[config.mk]
export PLATFORM = sky130hd
export DESIGN_NAME = ws2812_strip
export DESIGN_NICKNAME = d
export VERILOG_FILES = /design/src/rtl/ws2812_pkg.sv /design/src/rtl/ws2812_frame_timer.sv /design/src/rtl/ws2812_line_driver.sv /design/src/rtl/ws2812_pixel_buffer.sv /design/src/rtl/ws2812_strip.sv
export SDC_FILE = /design/constraint.sdc
export NUM_CORES = 1
export LEC_CHECK = 0
export BUFFER_PORTS_ARGS = -buffer_cell sky130_fd_sc_hd__buf_2
export CORE_ASPECT_RATIO = 0.9
export CORE_MARGIN = 1
export CORE_UTILIZATION = 45
export CTS_BUF_LIST = sky130_fd_sc_hd__clkbuf_16
export CTS_CLUSTER_SIZE = 28
export DETAILED_ROUTE_END_ITERATION = 8
export PLACE_DENSITY_LB_ADDON = 0.12
export SLEW_MARGIN = 30
export SYNTH_ARGS = -nofsm -noshare
export SYNTH_HDL_FRONTEND = slang
export SYNTH_SLANG_ARGS = --single-unit
export TNS_END_PERCENT = 1
[constraint.sdc]
create_clock -name sys_clk -period 4.3 [get_ports sys_clk]
set_input_delay 0.86 -clock sys_clk [delete_from_list [all_inputs] [get_ports sys_clk]]
set_output_delay 0.86 -clock sys_clk [all_outputs]
set_load 0.03 [all_outputs]
[src/rtl/ws2812_pkg.sv]
package ws2812_pkg;

    localparam int NUM_CHANNELS   = 20;
    localparam int LEDS_PER_CHAIN = 20;
    localparam int NUM_LEVELS     = 2 * LEDS_PER_CHAIN;  // chain a levels, then chain b levels
    localparam int LEVEL_W        = 8;
    localparam int COLOR_W        = 3 * LEVEL_W;         // same gray on all three colours
    localparam int BIT_CYCLES     = 68;
    localparam int T0_HIGH        = 17;
    localparam int T1_HIGH        = 51;
    localparam int RESET_CYCLES   = 5000;                // latch gap, well over 50 us

    localparam int CHANNEL_W = 5;
    localparam int PHASE_W   = 7;
    localparam int IDX_W     = 5;
    localparam int LVL_IDX_W = $clog2(NUM_LEVELS);
    localparam int GAP_W     = $clog2(RESET_CYCLES);

    localparam logic [PHASE_W-1:0]   LAST_PHASE = PHASE_W'(BIT_CYCLES - 1);
    localparam logic [IDX_W-1:0]     TOP_BIT    = IDX_W'(COLOR_W - 1);
    localparam logic [IDX_W-1:0]     LAST_LED   = IDX_W'(LEDS_PER_CHAIN - 1);
    localparam logic [LVL_IDX_W-1:0] LAST_LEVEL = LVL_IDX_W'(NUM_LEVELS - 1);
    localparam logic [GAP_W-1:0]     LAST_GAP   = GAP_W'(RESET_CYCLES - 1);

    typedef logic [LEVEL_W-1:0] level_t;
    typedef level_t [NUM_LEVELS-1:0] pixel_bus_t;  // level k at bits 8k+7:8k
    typedef logic [CHANNEL_W-1:0] channel_t;

    typedef struct packed {
        logic               active;       // bits on the wire
        logic               frame_start;  // last gap cycle
        logic [PHASE_W-1:0] phase;
        logic [IDX_W-1:0]   bit_idx;      // 23 down to 0
        logic [IDX_W-1:0]   led_idx;
    } slot_t;

    typedef struct packed {
        logic a;
        logic b;
    } chain_bits_t;

endpackage

[src/rtl/ws2812_frame_timer.sv]
module ws2812_frame_timer (
    input  logic                  sys_clk,
    input  logic                  sys_rst_n,
    input  ws2812_pkg::channel_t  channel,
    output ws2812_pkg::slot_t     slot
);

    ws2812_pkg::channel_t                channel_q;
    logic [ws2812_pkg::GAP_W-1:0]        gap_cnt;
    logic                                active_q;
    logic [ws2812_pkg::PHASE_W-1:0]      phase_q;
    logic [ws2812_pkg::IDX_W-1:0]        bit_idx_q;
    logic [ws2812_pkg::IDX_W-1:0]        led_idx_q;
    logic                                chan_change;
    logic                                gap_last;
    logic                                slot_last;

    assign chan_change = (channel != channel_q);
    assign gap_last    = (gap_cnt == ws2812_pkg::LAST_GAP);
    assign slot_last   = (phase_q == ws2812_pkg::LAST_PHASE);

    always_ff @(posedge sys_clk or negedge sys_rst_n) begin
        if (!sys_rst_n) begin
            channel_q <= '0;
            gap_cnt   <= '0;
            active_q  <= 1'b0;
            phase_q   <= '0;
            bit_idx_q <= ws2812_pkg::TOP_BIT;
            led_idx_q <= '0;
        end else begin
            channel_q <= channel;
            if (chan_change) begin
                // new channel, start over with a full gap
                gap_cnt   <= '0;
                active_q  <= 1'b0;
                phase_q   <= '0;
                bit_idx_q <= ws2812_pkg::TOP_BIT;
                led_idx_q <= '0;
            end else if (!active_q) begin
                if (gap_last) begin
                    gap_cnt  <= '0;
                    active_q <= 1'b1;
                end else begin
                    gap_cnt <= gap_cnt + 1'b1;
                end
            end else if (slot_last) begin
                phase_q <= '0;
                if (bit_idx_q == '0) begin
                    bit_idx_q <= ws2812_pkg::TOP_BIT;
                    if (led_idx_q == ws2812_pkg::LAST_LED) begin
                        led_idx_q <= '0;
                        active_q  <= 1'b0;  // frame done, back to the gap
                    end else begin
                        led_idx_q <= led_idx_q + 1'b1;
                    end
                end else begin
                    bit_idx_q <= bit_idx_q - 1'b1;
                end
            end else begin
                phase_q <= phase_q + 1'b1;
            end
        end
    end

    // a pending channel change masks the old frame right away
    assign slot.active      = active_q & ~chan_change;
    assign slot.frame_start = ~active_q & gap_last & ~chan_change;
    assign slot.phase       = phase_q;
    assign slot.bit_idx     = bit_idx_q;
    assign slot.led_idx     = led_idx_q;

    a_bit_idx_range: assert property (
        @(posedge sys_clk) disable iff (!sys_rst_n)
        bit_idx_q <= ws2812_pkg::TOP_BIT
    );

    // every frame opens on the MSB of the first LED
    a_frame_start_then_active: assert property (
        @(posedge sys_clk) disable iff (!sys_rst_n)
        slot.frame_start |-> !slot.active ##1
            (active_q && phase_q == '0 && bit_idx_q == ws2812_pkg::TOP_BIT
             && led_idx_q == '0)
    );

endmodule

[src/rtl/ws2812_line_driver.sv]
module ws2812_line_driver (
    input  logic                                 sys_clk,
    input  logic                                 sys_rst_n,
    input  ws2812_pkg::channel_t                 channel,
    input  ws2812_pkg::slot_t                    slot,
    input  ws2812_pkg::chain_bits_t              bits,
    output logic [ws2812_pkg::NUM_CHANNELS-1:0]  led_a,
    output logic [ws2812_pkg::NUM_CHANNELS-1:0]  led_b
);

    logic                                 pulse_a;
    logic                                 pulse_b;
    logic [ws2812_pkg::NUM_CHANNELS-1:0]  next_a;
    logic [ws2812_pkg::NUM_CHANNELS-1:0]  next_b;

    // return-to-zero level for one chain at the current phase
    function automatic logic rz_level(
        input logic                           active,
        input logic [ws2812_pkg::PHASE_W-1:0] phase,
        input logic                           data
    );
        logic [ws2812_pkg::PHASE_W-1:0] high_len;
        high_len = data ? ws2812_pkg::PHASE_W'(ws2812_pkg::T1_HIGH)
                        : ws2812_pkg::PHASE_W'(ws2812_pkg::T0_HIGH);
        return active && (phase < high_len);
    endfunction

    assign pulse_a = rz_level(slot.active, slot.phase, bits.a);
    assign pulse_b = rz_level(slot.active, slot.phase, bits.b);

    always_comb begin
        next_a = '1;  // idle lines sit high
        next_b = '1;
        if (channel < ws2812_pkg::NUM_CHANNELS) begin
            next_a[channel] = pulse_a;
            next_b[channel] = pulse_b;
        end
    end

    always_ff @(posedge sys_clk or negedge sys_rst_n) begin
        if (!sys_rst_n) begin
            led_a <= '0;
            led_b <= '0;
        end else begin
            led_a <= next_a;
            led_b <= next_b;
        end
    end

    // only the selected line may ever be pulled low
    a_one_low_line: assert property (
        @(posedge sys_clk) disable iff (!sys_rst_n)
        (channel < ws2812_pkg::NUM_CHANNELS) |=> ($countones(~led_a) <= 1)
    );

endmodule

[src/rtl/ws2812_pixel_buffer.sv]
module ws2812_pixel_buffer (
    input  logic                      sys_clk,
    input  logic                      sys_rst_n,
    input  ws2812_pkg::pixel_bus_t    pixels,
    input  ws2812_pkg::slot_t         slot,
    output ws2812_pkg::chain_bits_t   bits
);

    ws2812_pkg::pixel_bus_t                snap;
    logic [ws2812_pkg::LVL_IDX_W-1:0]      idx_a;
    logic [ws2812_pkg::LVL_IDX_W-1:0]      idx_b;
    ws2812_pkg::level_t                    level_a;
    ws2812_pkg::level_t                    level_b;
    logic [ws2812_pkg::COLOR_W-1:0]        word_a;
    logic [ws2812_pkg::COLOR_W-1:0]        word_b;

    // one copy per frame, bus may move freely while bits go out
    always_ff @(posedge sys_clk or negedge sys_rst_n) begin
        if (!sys_rst_n) begin
            snap <= '0;
        end else if (slot.frame_start) begin
            snap <= pixels;
        end
    end

    assign idx_a = {1'b0, slot.led_idx};
    assign idx_b = ws2812_pkg::LAST_LEVEL - {1'b0, slot.led_idx};  // chain b wired in reverse

    assign level_a = snap[idx_a];
    assign level_b = snap[idx_b];

    assign word_a = {3{level_a}};
    assign word_b = {3{level_b}};

    assign bits.a = word_a[slot.bit_idx];  // msb first
    assign bits.b = word_b[slot.bit_idx];

endmodule

[src/rtl/ws2812_strip.sv]
module ws2812_strip (
    input  logic                                 sys_clk,
    input  logic                                 sys_rst_n,
    input  ws2812_pkg::pixel_bus_t               pixels,
    input  ws2812_pkg::channel_t                 channel,
    output logic [ws2812_pkg::NUM_CHANNELS-1:0]  led_a,
    output logic [ws2812_pkg::NUM_CHANNELS-1:0]  led_b
);

    ws2812_pkg::slot_t        slot;
    ws2812_pkg::chain_bits_t  bits;

    // gap and bit slot sequencing
    ws2812_frame_timer timer_i (
        .sys_clk   (sys_clk),
        .sys_rst_n (sys_rst_n),
        .channel   (channel),
        .slot      (slot)
    );

    ws2812_pixel_buffer buffer_i (
        .sys_clk   (sys_clk),
        .sys_rst_n (sys_rst_n),
        .pixels    (pixels),
        .slot      (slot),
        .bits      (bits)
    );

    ws2812_line_driver driver_i (
        .sys_clk   (sys_clk),
        .sys_rst_n (sys_rst_n),
        .channel   (channel),
        .slot      (slot),
        .bits      (bits),
        .led_a     (led_a),
        .led_b     (led_b)
    );

endmodule

==> run summary <==
The routed layout has 13703 vias. Across the routed clock network, the largest skew measured is 0.0139 ns. In this run, CTS created clock tree buffers numbering 43. The clock passes through at most 3 buffers. Share of the synthesized area in the top cell type: 49.4%. In this design, the stage delay of the slowest critical-path cell is 0.87 ns. The net count of the mapped netlist was 1700.

The die covers 45000 um^2. In this run, the clock network consumes 47.7% of the power. The number of global-route vias before repair was 13817.

Among the stages of the critical path, the cell type that occurs most often is sky130_fd_sc_hd__nand2_1. For this run, the total global-route usage over all layers was measured as 25.7%. After synthesis, the largest family of logic cells by area is multiplexers. The maximum VDD drop is 0.228 mV, and the instance area at placement is 22300 um^2. The tool flagged a number of max-cap violations equal to 0. Number of hold violations in the final report: 0. The run finished with clean final reports. The proportion of total power due to net switching was 22.1%; the post-route setup TNS was 0 ns.

The tools report the number of levels the H-tree was split into as 2. CTS placed an instance of sky130_fd_sc_hd__clkbuf_16 at the clock tree root. Routability-driven placement congestion ratio: 0.885. The tools report the sequential cell area fraction in the yosys report as 49.9%. The run gives 0 as the number of post-CTS setup repair buffers. Post-synthesis compound-gate area fraction: 3.95%.

Averaged over all synthesized cells, the footprint is 14.5 um^2. Multiplexer cells account for 36.2% of the synthesized area. The tools report the clock sink count as 396. The tools report the kind of start point of the critical path as a flop. The region available for standard cell placement spans 43200 um^2. The DRC violation count after routing is 0, and the number of detailed-route iterations in the first pass is 5. The logs give 1710 uW for the total net switching power and 0.0109 uW for the static leakage. The count of state elements after synthesis came out at 396. Quantity of gates resized following cts: 0. The commonest cells after synthesis are 392 x sky130_fd_sc_hd__dfrtp_1, 329 x sky130_fd_sc_hd__mux2_2, 133 x sky130_fd_sc_hd__mux4_2. The sum of net half-perimeters after detailed placement was 42500 um; the measured slew at the worst slew-check pin was 0.761 ns. By instance count, the leading cell after synthesis is sky130_fd_sc_hd__dfrtp_1.

The logs give 49.3% for the headroom to the max-slew limit and 56800 um for the total wire length after detailed routing. The internal portion of the total power is 6050 uW. Cells with a size suffix above 1 make up 54.4% of the layout. Dividing the detail-routed wire length by the instance count gives 24.7 um. The synthesized area was 19900 um^2; the detailed-route vias per instance was 5.95. Walking the worst path, the cells encountered are buf_4 -> mux4_2 -> mux4_2 -> nand2_1 -> nand2_1 -> a22oi_1 -> o211ai_1 -> o31ai_1 -> ha_1 -> a21oi_1 -> a21oi_1 -> nor4_1 -> buf_4 -> nor3_1 -> nand2_1.

Flip-flop cell with the highest count after synthesis: sky130_fd_sc_hd__dfrtp_1. The floorplan has 72 rows. TritonCTS built the clock tree. The proportion of power drawn by combinational gates was 4.1%; the wire length of the first global-routing pass was 87100 um. Summing all non-filler instances in the final layout gives an area of 23700 um^2. The growth of design area from synthesis to finish is 19.2%. The clock latency reported for the late side of the worst-skew pair was 0.57 ns.

Summing the areas of all xor and xnor instances in the mapped netlist gives 0.573% of the synthesized area. The share of total power dissipated in sequential elements is 48.2%. The height of the die works out to 201 um. Counting cells, the worst reg-to-reg path comes to 15. Element type at the critical path end: a flop. In this run the power density over the cells is 328 nW/um^2.

Clock-pin slew was measured on the worst setup and hold paths at 0.06 ns. Warning count from the yosys run: 0. The run gives 2 as the initial antenna violation count.

Summed over all instances, the cell type with the most area after synthesis is sky130_fd_sc_hd__dfrtp_1. Summing the areas of all fa, ha and maj instances in the mapped netlist gives 0.441% of the synthesized area. Worst-path maximum fanout: 44. In the final design database the tool counted 2052 nets.

The count of buffers from port buffering was 366. After Yosys synthesis, and, or, nand and nor cells account for 5.74% of the synthesized area. In the synthesized netlist the async set-or-reset flop fraction comes to 100%. Measured along the x axis, the die boundary spans 224 um. For this run the aggregate overflow at the end of global routing stands at 0. For the max-slew violation count, the log shows 0. Setup repair after global routing left no endpoint under its margin. The final critical path takes up 91.6% of the cycle.

Entering global routing, the biggest net connects 91 pins. The min-delay analysis places its worst path in the category primary input to async pin. The count of nets left with antenna violations once routing finished came out at 0.

The tools report the final count of negative-setup-slack endpoints as 0. The slowest stage of the critical path is the sky130_fd_sc_hd__dfrtp_4 cell. Counting flops with a built-in enable in the synthesized netlist gives 0. The worst setup path is of the flop to flop kind. Derived from the worst setup path, the maximum achievable clock frequency is 0.254 GHz. The run gives 367 as the number of placed I/O pins. In the synthesized netlist, the number of instances is 1366. The time the final worst path needs with I/O delays and setup is 3.94 ns.

After clock tree synthesis, the flow added hold-fix buffers numbering 0. The data arrival time of the worst path was 4.35 ns. The detailed router's first-iteration violation count is 1187.

Sorting the synthesized cells by area gives the leading types as sky130_fd_sc_hd__dfrtp_1 49%, sky130_fd_sc_hd__mux2_2 19%, sky130_fd_sc_hd__mux4_2 15%, sky130_fd_sc_hd__mux2i_1 1.7%, sky130_fd_sc_hd__nand2_1 1.6%. The worst path required time came out at 4.72 ns. Once the floorplan was initialized, standard cells occupied 46.0% of the core.

In this run, distinct cell masters in the synthesized netlist total 63.
[metal layers]
| layer | track usage (%) | up-vias | wire (um) |
|---|---|---|---|
| met5 | 0 | - | 8 |
| met4 | 6.19 | 2 | 1250 |
| met3 | 5.51 | 84 | 3850 |
| met2 | 37.9 | 535 | 25300 |
| met1 | 38.8 | 7156 | 26400 |
| li1 | - | 5926 | - |
[kinds of logic (layout without fill, tap and decap cells)]
family / count (synthesis) / after routing
xor+xnor: 13 / 13
mux: 502 / 502
buf+inv: 109 / 490
flops: 396 / 396
other cells: 0 / 1
simple gates: 227 / 227
fa+ha+maj: 7 / 7
compound gates: 112 / 112
[critical path: cells and delay by family (launching register included)]
family	cells	cell delay, ns
simple gates	5	0.70
fa+ha+maj	1	0.22
flops	1	0.87
buf+inv	2	0.54
mux	2	0.84
compound gates	5	0.61
[power groups by stage]
stage               registers, uW  clock network (uW)  logic (uW)
floorplan                    3820                   0        38.5
global placement             3810                   0         324
detailed placement           3810                   0         328
CTS                          3740                3790         329
global route                 3740                3950         353
finish                       3740                3710         319
[through the flow]
step                hold WS (ns)  setup slack, ns  utilization [%]  instances  power, uW
CTS                        0.307            0.349             54.8       2302       7860
finish                     0.272            0.361             54.8       2303       7770
detailed placement         0.465            0.357             51.5       2228       4140
global route               0.325           0.0771             54.8       2303       8050
global placement           0.461            0.342             51.5       2228       4130
floorplan                  0.437            0.671                -       1366       3860
[cell type report]
cell class,count,area (um^2)
Tap cell,555,694
Timing Repair Buffer,409,2290
Clock buffer,45,1130
Clock inverter,29,263
Sequential cell,396,9920
Fill cell,3646,19600
Antenna cell,1,2.50
Multi-Input combinational cell,861,9360
Inverter,7,26.3
[cell usage in the layout, fill, tap and decap left out, drive strengths merged, types with 16 or more instances in the layout]
cell / count
nand2: 83
mux2: 329
nor2: 26
mux4: 139
clkinv: 17
dfrtp: 392
o21ai: 27
mux2i: 34
nor2b: 16
nand3: 34
clkbuf: 45
buf: 409
[flip-flops by register name (all words and copies together), names as in the netlist]
register           count
buffer_i.snap        320
driver_i.led_a        20
driver_i.led_b        20
timer_i.active_q       1
timer_i.bit_idx_q      5
timer_i.channel_q      5
timer_i.gap_cnt       13
timer_i.led_idx_q      5
timer_i.phase_q        7
[path summary, 6_finish.rpt]
path                            slack [ns]            startpoint                 end
worst max register to register        0.36  timer_i.led_idx_q[1]   driver_i.led_a[8]
min in group sys_clk                  0.48    timer_i.gap_cnt[9]  timer_i.gap_cnt[9]
worst min-delay path                  0.27             sys_rst_n  buffer_i.snap[293]
worst min register to register        0.48    timer_i.gap_cnt[9]  timer_i.gap_cnt[9]
worst max-delay path                  0.36  timer_i.led_idx_q[1]   driver_i.led_a[8]
max in group asynchronous             2.97             sys_rst_n  buffer_i.snap[285]
(Power assumes the default switching activity.)
